--- src/hdl/motion_defines.svh ---
// Word, axis, buffer and DDA widths, default tick divisor and API version bytes
`ifndef MOTION_DEFINES_SVH
`define MOTION_DEFINES_SVH

// Host word and axis count
`define WORD_BITS 64
`define NUM_MOTORS 2

// Move buffer depth
`define BUFFER_SLOTS 2

// DDA accumulator and move length
`define DDA_BITS 32
`define DURATION_BITS 32

`define DEFAULT_DIVISOR 4 // CLK cycles per DDA tick

// API version reply bytes
`define VERSION_MAJOR 8'h01
`define VERSION_MINOR 8'h02
`define VERSION_PATCH 8'h03
`define VERSION_DEVEL 8'h00

`endif

--- src/hdl/motion_pkg.sv ---
// Motion core typedefs, command opcodes and decoder and sequencer state encodings
`default_nettype none
`include "motion_defines.svh"

package motion_pkg;

  localparam int SLOT_BITS = (`BUFFER_SLOTS > 1) ? $clog2(`BUFFER_SLOTS) : 1;
  localparam int AXIS_BITS = (`NUM_MOTORS > 1) ? $clog2(`NUM_MOTORS) : 1;

  typedef logic [`WORD_BITS-1:0]     word_t;
  typedef logic [`NUM_MOTORS-1:0]    axis_mask_t;  // Dir, enable, brake, step
  typedef logic [`DDA_BITS-1:0]      dda_t;        // Rate, accel, accumulator
  typedef logic [`DURATION_BITS-1:0] duration_t;   // In DDA ticks
  typedef logic signed [31:0]        position_t;
  typedef logic [7:0]                divisor_t;
  typedef logic [SLOT_BITS-1:0]      slot_t;
  typedef logic [AXIS_BITS-1:0]      axis_index_t;

  // Header byte, word bits 63:56
  typedef enum logic [7:0] {
    COORDINATED_STEP = 8'h01,
    MOTOR_ENABLE     = 8'h0a,
    MOTOR_BRAKE      = 8'h0b,
    CLK_DIVISOR      = 8'h20,
    API_VERSION      = 8'hfe
  } opcode_e;

  typedef enum logic [1:0] {DEC_IDLE, DEC_MOVE_WORDS, DEC_TAIL_WORD} decoder_state_e;

  typedef enum logic [1:0] {SEQ_IDLE, SEQ_LOAD, SEQ_RUN, SEQ_RETIRE} seq_state_e;

endpackage

`default_nettype wire

--- src/hdl/move_read_if.sv ---
// Move read bus from the move buffer to the DDA sequencer and the axes
`default_nettype none
`include "motion_defines.svh"

interface move_read_if;

  motion_pkg::slot_t      rd_slot;
  motion_pkg::duration_t  duration;
  motion_pkg::axis_mask_t dir;
  motion_pkg::dda_t       rate [`NUM_MOTORS];
  motion_pkg::dda_t       accel [`NUM_MOTORS];
  logic                   slot_ready;  // Read slot holds a pending move
  logic                   retire;
  logic                   load;
  logic                   run;

  modport buffer (input rd_slot, retire,
                  output duration, dir, rate, accel, slot_ready);
  modport sequencer (input duration, slot_ready,
                     output rd_slot, retire, load, run);
  modport axis (input dir, rate, accel, load, run);

endinterface

`default_nettype wire

--- src/hdl/move_write_if.sv ---
// Move write bus from the command decoder into the move buffer
`default_nettype none

interface move_write_if;

  motion_pkg::slot_t       slot;     // Current write slot, owned by the buffer
  motion_pkg::axis_mask_t  dir;
  motion_pkg::duration_t   duration;
  motion_pkg::axis_index_t axis;
  motion_pkg::dda_t        rate;
  motion_pkg::dda_t        accel;
  logic                    wr_dir;
  logic                    wr_duration;
  logic                    wr_rate;
  logic                    wr_accel;
  logic                    commit;   // Last field of a move written
  logic                    full;

  modport decoder (input slot, full, output dir, duration, axis, rate, accel,
                   wr_dir, wr_duration, wr_rate, wr_accel, commit);
  modport buffer (output slot, full, input dir, duration, axis, rate, accel,
                  wr_dir, wr_duration, wr_rate, wr_accel, commit);

endinterface

`default_nettype wire

--- src/hdl/command_decoder.sv ---
// Command word FSM with control registers, move field writes and reply words
`default_nettype none
`include "motion_defines.svh"

module command_decoder (
  input  logic                   CLK,
  input  logic                   resetn,
  input  motion_pkg::word_t      word_data_received,
  input  logic                   word_received,
  output motion_pkg::word_t      word_send_data,
  output motion_pkg::axis_mask_t enable,
  output motion_pkg::axis_mask_t brake,
  output motion_pkg::divisor_t   divisor,
  input  motion_pkg::position_t  positions [`NUM_MOTORS],
  move_write_if.decoder          wr
);

  localparam int CNT_BITS = $clog2(2 * `NUM_MOTORS + 1);
  localparam logic [CNT_BITS-1:0] LAST_WORD = CNT_BITS'(2 * `NUM_MOTORS);

  motion_pkg::decoder_state_e state;
  motion_pkg::opcode_e        header;
  motion_pkg::axis_index_t    word_axis;
  motion_pkg::position_t      pos_snap [`NUM_MOTORS];
  logic [CNT_BITS-1:0]        word_cnt;   // Words seen after a move header
  logic                       strobe_q;
  logic                       strobe_rise;

  // Sign extend a step position into a reply word
  function automatic motion_pkg::word_t pos_word(motion_pkg::position_t p);
    return {{(`WORD_BITS - 32){p[31]}}, p};
  endfunction

  assign header    = motion_pkg::opcode_e'(word_data_received[`WORD_BITS-1 -: 8]);
  assign word_axis = motion_pkg::axis_index_t'((word_cnt - 1'b1) >> 1);

  // Field values follow every word, the strobes say which one is meant
  always_ff @(posedge CLK) begin
    if (strobe_rise) begin
      wr.dir      <= word_data_received[`NUM_MOTORS-1:0];
      wr.duration <= word_data_received[`DURATION_BITS-1:0];
      wr.axis     <= word_axis;
      wr.rate     <= word_data_received[`DDA_BITS-1:0];
      wr.accel    <= word_data_received[`DDA_BITS-1:0];
      if (state == motion_pkg::DEC_IDLE && header == motion_pkg::COORDINATED_STEP) begin
        pos_snap <= positions;
      end
    end
  end

  always_ff @(posedge CLK) begin
    if (resetn) begin
      state          <= motion_pkg::DEC_IDLE;
      word_cnt       <= '0;
      strobe_q       <= 1'b0;
      strobe_rise    <= 1'b0;
      word_send_data <= '0;
      enable         <= '0;
      brake          <= '0;
      divisor        <= motion_pkg::divisor_t'(`DEFAULT_DIVISOR);
      wr.wr_dir      <= 1'b0;
      wr.wr_duration <= 1'b0;
      wr.wr_rate     <= 1'b0;
      wr.wr_accel    <= 1'b0;
      wr.commit      <= 1'b0;
    end else begin
      strobe_q       <= word_received;
      strobe_rise    <= word_received & ~strobe_q; // Word consumed next cycle
      wr.wr_dir      <= 1'b0;
      wr.wr_duration <= 1'b0;
      wr.wr_rate     <= 1'b0;
      wr.wr_accel    <= 1'b0;
      wr.commit      <= 1'b0;
      if (strobe_rise) begin
        word_send_data <= '0;
        case (state)
          motion_pkg::DEC_IDLE: begin
            case (header)
              motion_pkg::COORDINATED_STEP: begin
                wr.wr_dir <= 1'b1;
                word_cnt  <= '0;
                state     <= motion_pkg::DEC_MOVE_WORDS;
              end
              motion_pkg::MOTOR_ENABLE: enable  <= word_data_received[`NUM_MOTORS-1:0];
              motion_pkg::MOTOR_BRAKE:  brake   <= word_data_received[`NUM_MOTORS-1:0];
              motion_pkg::CLK_DIVISOR:  divisor <= word_data_received[7:0];
              motion_pkg::API_VERSION: begin
                word_send_data <= {{(`WORD_BITS - 32){1'b0}}, `VERSION_DEVEL,
                                   `VERSION_MAJOR, `VERSION_MINOR, `VERSION_PATCH};
                state          <= motion_pkg::DEC_TAIL_WORD;
              end
              default: word_send_data <= '0; // Unknown header
            endcase
          end
          motion_pkg::DEC_MOVE_WORDS: begin
            word_cnt <= word_cnt + 1'b1;
            if (word_cnt == '0) begin
              wr.wr_duration <= 1'b1;
              word_send_data <= pos_word(pos_snap[0]);
            end else if (word_cnt[0]) begin
              wr.wr_rate <= 1'b1; // Odd words carry a rate
            end else if (word_cnt == LAST_WORD) begin
              wr.wr_accel <= 1'b1;
              wr.commit   <= 1'b1;
              state       <= motion_pkg::DEC_IDLE;
            end else begin
              wr.wr_accel    <= 1'b1;
              word_send_data <= pos_word(pos_snap[word_axis + 1'b1]);
            end
          end
          default: state <= motion_pkg::DEC_IDLE; // Word after the version query
        endcase
      end
    end
  end

endmodule

`default_nettype wire

--- src/hdl/dda_axis.sv ---
// Per-axis DDA accumulator with rate ramp, step pulse and step position
`default_nettype none
`include "motion_defines.svh"

module dda_axis #(
  parameter int axis_index = 0
) (
  input  logic                  CLK,
  input  logic                  resetn,
  input  logic                  tick,
  move_read_if.axis             rd,
  output logic                  step,
  output motion_pkg::position_t position
);

  motion_pkg::dda_t    acc;
  motion_pkg::dda_t    rate;   // Live rate, ramps by accel each tick
  motion_pkg::dda_t    accel;
  logic [`DDA_BITS:0]  sum;

  assign sum = {1'b0, acc} + {1'b0, rate}; // Top bit is the carry

  always_ff @(posedge CLK) begin
    if (rd.load) begin
      acc   <= '0;
      rate  <= rd.rate[axis_index];
      accel <= rd.accel[axis_index];
    end else if (rd.run && tick) begin
      acc  <= sum[`DDA_BITS-1:0];
      rate <= rate + accel;
    end
  end

  always_ff @(posedge CLK) begin
    if (resetn) begin
      step     <= 1'b0;
      position <= '0;
    end else begin
      step <= rd.run & tick & sum[`DDA_BITS];
      if (rd.run && tick && sum[`DDA_BITS]) begin
        position <= rd.dir[axis_index] ? position + 32'sd1 : position - 32'sd1;
      end
    end
  end

endmodule

`default_nettype wire

--- src/hdl/dda_sequencer.sv ---
// FSM that loads, times and retires buffered moves in slot order
`default_nettype none
`include "motion_defines.svh"

module dda_sequencer (
  input  logic            CLK,
  input  logic            resetn,
  input  logic            tick,
  move_read_if.sequencer  rd,
  output logic            move_done
);

  motion_pkg::seq_state_e state;
  motion_pkg::duration_t  remaining;  // Ticks left in the running move
  motion_pkg::slot_t      rd_idx;

  assign rd.rd_slot = rd_idx;
  assign rd.load    = (state == motion_pkg::SEQ_LOAD);
  assign rd.run     = (state == motion_pkg::SEQ_RUN);
  assign rd.retire  = (state == motion_pkg::SEQ_RETIRE);
  assign move_done  = rd.retire;

  always_ff @(posedge CLK) begin
    if (resetn) begin
      state     <= motion_pkg::SEQ_IDLE;
      remaining <= '0;
      rd_idx    <= '0;
    end else begin
      case (state)
        motion_pkg::SEQ_IDLE: begin
          if (rd.slot_ready) state <= motion_pkg::SEQ_LOAD;
        end
        motion_pkg::SEQ_LOAD: begin
          remaining <= rd.duration;
          state <= (rd.duration == '0) ? motion_pkg::SEQ_RETIRE : motion_pkg::SEQ_RUN;
        end
        motion_pkg::SEQ_RUN: begin
          if (tick) begin
            remaining <= remaining - 1'b1;
            if (remaining == motion_pkg::duration_t'(1)) state <= motion_pkg::SEQ_RETIRE;
          end
        end
        default: begin
          // Hand the slot back and move on
          rd_idx <= (rd_idx == motion_pkg::slot_t'(`BUFFER_SLOTS - 1)) ? '0 : rd_idx + 1'b1;
          state  <= motion_pkg::SEQ_IDLE;
        end
      endcase
    end
  end

endmodule

`default_nettype wire

--- src/hdl/motion_top.sv ---
// Stepper motion core top level with command decoder, move buffer, tick, sequencer and axes
`default_nettype none
`include "motion_defines.svh"

module motion_top (
  input  logic                   CLK,
  input  logic                   resetn,
  input  motion_pkg::word_t      word_data_received,
  input  logic                   word_received,
  output motion_pkg::word_t      word_send_data,
  output logic                   buffer_dtr,
  output logic                   move_done,
  output motion_pkg::axis_mask_t step,
  output motion_pkg::axis_mask_t dir,
  output motion_pkg::axis_mask_t enable,
  output motion_pkg::axis_mask_t brake
);

  move_write_if wr_bus ();
  move_read_if  rd_bus ();

  motion_pkg::divisor_t  divisor;
  motion_pkg::position_t positions [`NUM_MOTORS];
  logic                  tick;

  command_decoder u_decoder (
    .CLK                (CLK),
    .resetn             (resetn),
    .word_data_received (word_data_received),
    .word_received      (word_received),
    .word_send_data     (word_send_data),
    .enable             (enable),
    .brake              (brake),
    .divisor            (divisor),
    .positions          (positions),
    .wr                 (wr_bus)
  );

  move_buffer u_buffer (.CLK(CLK), .resetn(resetn), .wr(wr_bus), .rd(rd_bus));

  tick_divider u_tick (.CLK(CLK), .resetn(resetn), .divisor(divisor), .tick(tick));

  dda_sequencer u_seq (
    .CLK(CLK), .resetn(resetn), .tick(tick), .rd(rd_bus), .move_done(move_done)
  );

  for (genvar a = 0; a < `NUM_MOTORS; a++) begin : g_axis
    dda_axis #(.axis_index(a)) u_axis (
      .CLK      (CLK),
      .resetn   (resetn),
      .tick     (tick),
      .rd       (rd_bus),
      .step     (step[a]),
      .position (positions[a])
    );
  end

  assign dir        = rd_bus.dir;     // Direction of the slot being run
  assign buffer_dtr = ~wr_bus.full;

endmodule

`default_nettype wire

--- src/hdl/move_buffer.sv ---
// Two-slot move storage with ready and consumed toggle flags
`default_nettype none
`include "motion_defines.svh"

module move_buffer (
  input  logic          CLK,
  input  logic          resetn,
  move_write_if.buffer  wr,
  move_read_if.buffer   rd
);

  localparam int SLOTS = `BUFFER_SLOTS;

  motion_pkg::axis_mask_t dir_mem      [SLOTS];
  motion_pkg::duration_t  duration_mem [SLOTS];
  motion_pkg::dda_t       rate_mem     [SLOTS][`NUM_MOTORS];
  motion_pkg::dda_t       accel_mem    [SLOTS][`NUM_MOTORS];
  logic [SLOTS-1:0]       ready_tgl;
  logic [SLOTS-1:0]       consumed_tgl;
  logic [SLOTS-1:0]       pending;
  motion_pkg::slot_t      wr_idx;

  assign pending       = ready_tgl ^ consumed_tgl; // Flags differ while a move waits
  assign wr.slot       = wr_idx;
  assign wr.full       = &pending;
  assign rd.slot_ready = pending[rd.rd_slot];
  assign rd.duration   = duration_mem[rd.rd_slot];
  assign rd.dir        = dir_mem[rd.rd_slot];

  for (genvar a = 0; a < `NUM_MOTORS; a++) begin : g_axis_fields
    assign rd.rate[a]  = rate_mem[rd.rd_slot][a];
    assign rd.accel[a] = accel_mem[rd.rd_slot][a];
  end

  always_ff @(posedge CLK) begin
    if (wr.wr_dir)      dir_mem[wr_idx]               <= wr.dir;
    if (wr.wr_duration) duration_mem[wr_idx]          <= wr.duration;
    if (wr.wr_rate)     rate_mem[wr_idx][wr.axis]     <= wr.rate;
    if (wr.wr_accel)    accel_mem[wr_idx][wr.axis]    <= wr.accel;
  end

  always_ff @(posedge CLK) begin
    if (resetn) begin
      ready_tgl    <= '0;
      consumed_tgl <= '0;
      wr_idx       <= '0;
    end else begin
      if (wr.commit) begin
        ready_tgl[wr_idx] <= ~ready_tgl[wr_idx];
        wr_idx <= (wr_idx == motion_pkg::slot_t'(SLOTS - 1)) ? '0 : wr_idx + 1'b1;
      end
      if (rd.retire) consumed_tgl[rd.rd_slot] <= ~consumed_tgl[rd.rd_slot];
    end
  end

endmodule

`default_nettype wire

--- src/hdl/tick_divider.sv ---
// Programmable down counter that makes the DDA tick
`default_nettype none

module tick_divider (
  input  logic                 CLK,
  input  logic                 resetn,
  input  motion_pkg::divisor_t divisor,
  output logic                 tick
);

  motion_pkg::divisor_t count;
  motion_pkg::divisor_t divisor_q; // Last divisor seen

  always_ff @(posedge CLK) begin
    if (resetn) begin
      count     <= '0;
      divisor_q <= '0;
      tick      <= 1'b0;
    end else if (divisor != divisor_q) begin
      divisor_q <= divisor;  // Restart on a new divisor
      count     <= divisor - 1'b1;
      tick      <= 1'b0;
    end else if (count == '0) begin
      count <= divisor - 1'b1;
      tick  <= 1'b1;
    end else begin
      count <= count - 1'b1;
      tick  <= 1'b0;
    end
  end

endmodule

`default_nettype wire

--- config.mk ---
export PLATFORM = sky130hd
export DESIGN_NAME = motion_top
export DESIGN_NICKNAME = d
export VERILOG_FILES = /design/src/hdl/motion_pkg.sv /design/src/hdl/move_read_if.sv /design/src/hdl/move_write_if.sv /design/src/hdl/command_decoder.sv /design/src/hdl/dda_axis.sv /design/src/hdl/dda_sequencer.sv /design/src/hdl/motion_top.sv /design/src/hdl/move_buffer.sv /design/src/hdl/tick_divider.sv
export VERILOG_INCLUDE_DIRS = /design/src /design/src/hdl
export SDC_FILE = /design/constraint.sdc
export NUM_CORES = 1
export LEC_CHECK = 0
export BUFFER_PORTS_ARGS = -buffer_cell sky130_fd_sc_hd__buf_2
export CAP_MARGIN = 15
export CORE_UTILIZATION = 56
export CTS_CLUSTER_DIAMETER = 40
export DETAILED_ROUTE_END_ITERATION = 16
export GPL_TIMING_DRIVEN = 0
export PLACE_DENSITY = 0.82
export SLEW_MARGIN = 25
export SYNTH_ARGS = -nofsm -noshare
export SYNTH_HDL_FRONTEND = slang
export SYNTH_SLANG_ARGS = --single-unit
--- constraint.sdc ---
create_clock -name CLK -period 4.74 [get_ports CLK]
set_input_delay 0.711 -clock CLK [delete_from_list [all_inputs] [get_ports CLK]]
set_output_delay 0.711 -clock CLK [all_outputs]
set_load 0.02 [all_outputs]
### Word-level counts from Yosys, hierarchy flattened

Memories as Yosys holds them, arrays and structs flattened. A register that Yosys moved wholly into a read port is not among the register bits.
Cells that the tools add are included.
W data, S select, Z words.

* register bits: 438
* input port bits: 67
* bits in read-only memories: 0
* word-level logic and storage cells: 192
* output and inout port bits: 74
* memory bits (writable): 324
* memories: 4
* bits in latches: 0

* multiplexer cells: 66
* equal/unequal tests: 20
* bitwise logic cells: 14
* shift-type cells: 0
* magnitude comparators: 7
* $mul: 0
* reduce and logical (&&, ||, !) cells: 30
* $add $sub $neg: 16
* divide/modulo/power cells: 0

Memory list
* u_buffer.accel_mem: depth 2, width 64, read ports 1, clocked after Yosys merged registers in 1, write ports 1, line move_buffer.sv:17 `` motion_pkg::dda_t accel_mem [SLOTS][`NUM_MOTORS]; ``
* u_buffer.rate_mem: depth 2, width 64, read ports 1, clocked after Yosys merged registers in 1, write ports 1, line move_buffer.sv:16 `` motion_pkg::dda_t rate_mem [SLOTS][`NUM_MOTORS]; ``
* u_buffer.duration_mem: depth 2, width 32, read ports 1, clocked after Yosys merged registers in 1, write ports 1, line move_buffer.sv:15 `motion_pkg::duration_t duration_mem [SLOTS];`
* u_buffer.dir_mem: depth 2, width 2, read ports 1, clocked after Yosys merged registers in 1, write ports 1, line move_buffer.sv:14 `motion_pkg::axis_mask_t dir_mem [SLOTS];`

Operators with widths (number)
* $mux W32: 11
* $mux W64: 5
* $pmux W64 S2: 1
* $add A32 B32 Y33: 2
* $add A32 B2 Y32 const B: 2
* $add A32 B32 Y32: 2
* $pmux W32 S2: 1
* $sub A32 B2 Y32 const B: 2
* $demux W32 S1: 1
* $eq A32 B1 Y1 const B: 1
* $logic_not A32 Y1: 1
* $sub A32 B1 Y32 const B: 1
* $mux W1: 29
* $mux W17: 1
* $eq A8 B4 Y1 const B: 2
* $mux W8: 2
* $sub A8 B1 Y8 const B: 2
* $reduce_and A3 Y1: 5
* $mux W2: 6
* $ne A2 B2 Y1 const B: 6
* $reduce_or A3 Y1: 3
* $eq A8 B1 Y1 const B: 1
* $eq A8 B6 Y1 const B: 1
* $eq A8 B8 Y1 const B: 1
* other kinds (33): 64

### Logic depth before layout (Yosys ltp)

* word-level depth: 10
* depth in mapped cells: 14
* depth with buffers taken out: 13

### By module

From an unflattened synthesis, not the netlist that was laid out.

* cell total of the unflattened synthesis: 3575
* area, all modules: 40289.9 um2

Modules (own cells, without submodules)
* move_buffer: seq. area each 9829.4 um2, instances 1, cells an instance 543, area each 12029.0 um2
* dda_axis at g_axis[1].u_axis: seq. area each 3223.1 um2, instances 1, cells an instance 1084, area each 9519.1 um2
* dda_axis at g_axis[0].u_axis: seq. area each 3223.1 um2, instances 1, cells an instance 1062, area each 9267.6 um2
* command_decoder: seq. area each 4033.9 um2, instances 1, cells an instance 476, area each 6065.8 um2
* dda_sequencer: seq. area each 700.7 um2, instances 1, cells an instance 315, area each 2467.4 um2
* tick_divider: seq. area each 340.3 um2, instances 1, cells an instance 94, area each 937.1 um2
* motion_top: seq. area each 0.0 um2, instances 1, cells an instance 1, area each 3.8 um2

### Worst setup path after synthesis

No wires, ideal clock.

* path kind: reg2reg
* start: register with a tool-made name
* end: register g_axis[0].u_axis.position[24]
* path slack: -498 ps
* cell stages (with the launch flop): 15
* library setup time: 117 ps
* data arrival time: 5121 ps
* data required time: 4623 ps
* buffers on the path: 1
* path through: dfxtp_1 > clkbuf_1 > mux2i_1 > inv_1 > fa_1 > nor2b_1 > o211ai_1 > a221o_1 > a21oi_1 > o21ai_0 > o21ai_0 > a221o_1 > a21boi_0 > xnor2_1 > a22o_1

RTL lines
* end signal: assignment: line dda_axis.sv:41 `position <= rd.dir[axis_index] ? position + 32'sd1 : position - 32'sd1;`
* end: declaration: line dda_axis.sv:13 `output motion_pkg::position_t position`

### Worst setup path after layout

* start: register g_axis[0].u_axis.rate[0]
* end: register g_axis[0].u_axis.position[19]

* cells in the longest elaborated chain, start to end: 2

RTL lines
* start: declaration: line dda_axis.sv:17 `motion_pkg::dda_t rate;`
* start signal: assignment: line dda_axis.sv:26 `rate <= rd.rate[axis_index];`
* start signal: assignment: line dda_axis.sv:30 `rate <= rate + accel;`
* $add A32 B32 Y33: line dda_axis.sv:21 `assign sum = {1'b0, acc} + {1'b0, rate};`
* $logic_and A1 B1 Y1: line dda_axis.sv:40 `` if (rd.run && tick && sum[`DDA_BITS]) begin ``

No other way between the ends.
A chain may end at the register's enable or synchronous reset.

==> summary.md <==
| Metric | Value |
|---|---|
| Status | completed |
| Yosys cell types | 83 |
| Synth-to-layout area growth | 15.17% |
| Final wirelength | 104.6 mm |
| Peak supply drop | 0.3783 mV |
| Slew @ Worst Pin | 1077 ps |
| # IOs | 141 |
| Most used DFF post-synth | edfxtp_1 |
| EDFF count, synth | 549 |
| Slew Limit Headroom | 0.2821 |
| Worst-Skew Late Latency | 680 ps |
| Slew Viols, Final | 0 |
| Finished Core Util | 0.6551 |
| P_leak | 0.01722 uW |
| # fillers | 4676 |
| CTS tree | yes |
| GRT Total Usage | 0.2950 |
| CP Launch Type | flip-flop |
| Vias in the first global route | 27830 |
| CP required | 5260 ps |
| Ant diodes | 0 |
| Antenna viol nets, final | 0 |
| Crit share post-route | 0.9274 |
| Largest net degree at the start of global routing | 52 |
| Commonest cells after routing, fill and taps aside | edfxtp_1, nor2_1, a21oi_1, dfxtp_1, nand2_1 |
| Root Driver | clkbuf_16 |
| Core ar. | 0.06751 sq mm |
| Iteration-0 DRC Markers | 2605 |
| Crit path cell chain | ha_1, fa_1, a211oi_1, nor2_1, a211oi_1, a21oi_1, o211ai_1, o211ai_1, a21o_1, nand2_1, buf_4, buf_6, mux2i_1, nor2_1 |
| FMAX | 0.2275 GHz |
| Max incr delay on CP | 590 ps |
| Post-route DRC | 0 |
| Die ar. | 0.06962 sq mm |
| CP max stage cell | a211oi_1 |
| Placer congestion estimate | 0.9441 |
| # clock sinks | 793 |
| Commonest non-fill, non-tap cell in the layout | edfxtp_1 |
| Min Tclk post-route | 4396 ps |
| Part of the Yosys area used for sequential elements | 0.5565 |
| FF+latch count, synth | 793 |
| Post-layout net count | 3848 |
| Clock power frac | 0.418 |
| Ys async rst share | 0 |
| Clk buf depth | 3 |
| Finish-stage setup viols | 0 |
| RSZ-0062 raised after global routing | no |
| Reg clk slew, reported paths | 60 ps |
| Logic pwr share | 0.170 |
| Cell row count | 95 |
| IO buf count | 115 |
| Total Power | 19600 uW |
| Max Cap Viol | 0 |
| Arr. time, crit path | 4920 ps |
| Synth warnings | 0 |
| DR WL/cell | 23.06 um |
| Setup TNS | 0 ps |
| Gate Count Post-Synth | 3328 |
| Setup crit end kind | flip-flop |
| DR pass1 iterations | 6 |
| CTS H-tree lvls | 3 |
| Syn nets | 3605 |
| Sw Ratio | 0.2895 |
| Sequential share of power | 0.412 |
| Synth Area per Inst | 11.54 sq um |
| Hold Crit Class | in -> reg |
| Final Hold Viols | 0 |
| Setup CP Type | reg -> reg |
| Total CTS buffers | 103 |
| Hpwl dp | 69.98 mm |
| PostCTS Resize Cnt | 0 |
| First-pass GRT wire length | 157.8 mm |
| Die width | 263.9 um |
| Die height | 263.9 um |
| PwrDens | 443.3 mW/mm^2 |
| Overflow left after global routing | 0 |
| Post-Syn Area | 0.03840 sq mm |
| Vias per cell | 6.277 |
| Initial Utilization | 0.5688 |
| Net Sw Power | 5675 uW |
| Layout cells sized above 1 | 0.1333 |
| Clock skew | 48.18 ps |
| Crit path max fanout | 10 |
| Initial antenna violation count | 2 |
| Via Count | 28460 |
| Int Pwr | 13930 uW |
-- cells by family (layout without fill, tap and decap cells) --
logic type / count (synthesis) / count (layout) / share of synthesized area
AOI/OAI and AO/OA: 834 / 834 / 0.1392
muxes: 227 / 227 / 0.06187
and+or+nand+nor: 855 / 855 / 0.1031
DFF: 793 / 793 / 0.5565
xor gates and xnor gates: 195 / 195 / 0.04448
buffers and inverters: 214 / 547 / 0.02522
adders and majority gates: 210 / 210 / 0.06960
-- cells in the mapped netlist, drive strengths merged, types with 7 or more instances --
cell type,instances,share of area
o211ai,21,0.0042
mux2,83,0.024
o21ai,162,0.021
nor4,21,0.0034
ha,204,0.066
buf,63,0.010
and3,19,0.0031
nand4,18,0.0029
or3,18,0.0029
a31oi,21,0.0034
dfxtp,244,0.13
nand2,233,0.023
a211oi,54,0.011
o22ai,15,0.0024
nor2,290,0.028
a32oi,11,0.0025
nand3,72,0.0094
and2,12,0.0020
a22o,23,0.0052
a21oi,280,0.037
nand2b,29,0.0047
edfxtp,549,0.43
clkbuf,97,0.0095
nor3,66,0.0089
a31o,7,0.0016
inv,53,0.0052
a22oi,26,0.0051
a211o,11,0.0025
xor2,76,0.017
or4,8,0.0016
o21a,18,0.0035
a21o,106,0.021
mux2i,144,0.038
nor2b,37,0.0060
o21bai,18,0.0035
xnor2,119,0.027
-- through the flow --
step	hold WS (ps)	setup slack [ps]	cells	area, sq um
4_1_cts	195.5	271.4	4535	44220
3_3_place_gp	377.7	-2256	4316	40080
5_1_grt	206.7	185.1	4534	44230
3_5_place_dp	370.7	78.94	4339	40560
2_1_floorplan	367.4	165.0	3328	38410
6_report	218.9	344.4	4534	44230
-- sequential cells by signal, indices dropped and copies added (netlist names), 3 cells and up, named ones only --
| name | count |
|---|---|
| u_buffer.accel_mem | 128 |
| u_buffer.rate_mem | 128 |
| g_axis.u_axis.acc | 64 |
| g_axis.u_axis.accel | 64 |
| g_axis.u_axis.position | 64 |
| g_axis.u_axis.rate | 64 |
| u_buffer.duration_mem | 64 |
| u_decoder.pos_snap | 64 |
| u_decoder.word_send_data | 32 |
| u_decoder.wr.duration | 32 |
| u_seq.remaining | 32 |
| u_decoder.divisor | 8 |
| u_tick.count | 8 |
| u_tick.divisor_q | 8 |
| u_buffer.dir_mem | 4 |
| u_decoder.word_cnt | 3 |
-- layer usage --
metal / global-route usage / part of all wire / vias up
met1: 0.3760 / 0.39 / 13730
met2: 0.4824 / 0.47 / 1519
met4: 0.1453 / 0.046 / 0
li1: - / - / 12910
met5: 0 / 0 / -
met3: 0.05751 / 0.10 / 301
-- power by group through the flow --
stage	Clock [uW]	Combinational (uW)	Sequential, uW
after floorplan	0	2420	8080
after global placement	0	3050	8230
final	8190	3330	8090
after CTS	8220	3260	8070
after detailed placement	0	3170	8210
after global routing	8500	3640	8100
-- cell type report --
| cell class | instances | area (sq um) | share of cell area |
|---|---|---|---|
| multi-input cells | 2321 | 16140 | 0.3650 |
| repair buffers | 139 | 997.2 | 0.02255 |
| well taps | 873 | 1092 | 0.02470 |
| clock buffers | 117 | 2693 | 0.06088 |
| flip-flops and latches | 793 | 21370 | 0.4833 |
| clock inverters | 78 | 959.7 | 0.02170 |
| plain buffers | 159 | 763.2 | 0.01726 |
| inverters | 54 | 207.7 | 0.004696 |
-- critical path, delay by kind of cell (launching register included) --
kind | cells | cell delay [ps]
compound gates | 6 | 1930
fa+ha+maj | 2 | 770
buf+inv | 2 | 440
flops | 1 | 510
mux | 1 | 260
simple gates | 3 | 320
-- timing repair --
action / in CTS / in global routing
setup endpoints to repair: 1 / 1
hold buffers: 0 / 0
buffers inserted: 1 / 0
-- path summary, 6_finish.rpt --
check | slack, ps | startpoint | end | cells past startpoint
max | 340 | g_axis[0].u_axis.rate[0] | g_axis[0].u_axis.position[19] | 14
min | 220 | word_data_received[20] | u_decoder.wr.duration[20] | 1
max reg2reg | 340 | g_axis[0].u_axis.rate[0] | g_axis[0].u_axis.position[19] | 14
min reg2reg | 400 | u_decoder.strobe_q | u_decoder.strobe_rise | 1
Note: power is estimated with default switching activity, not from simulation.
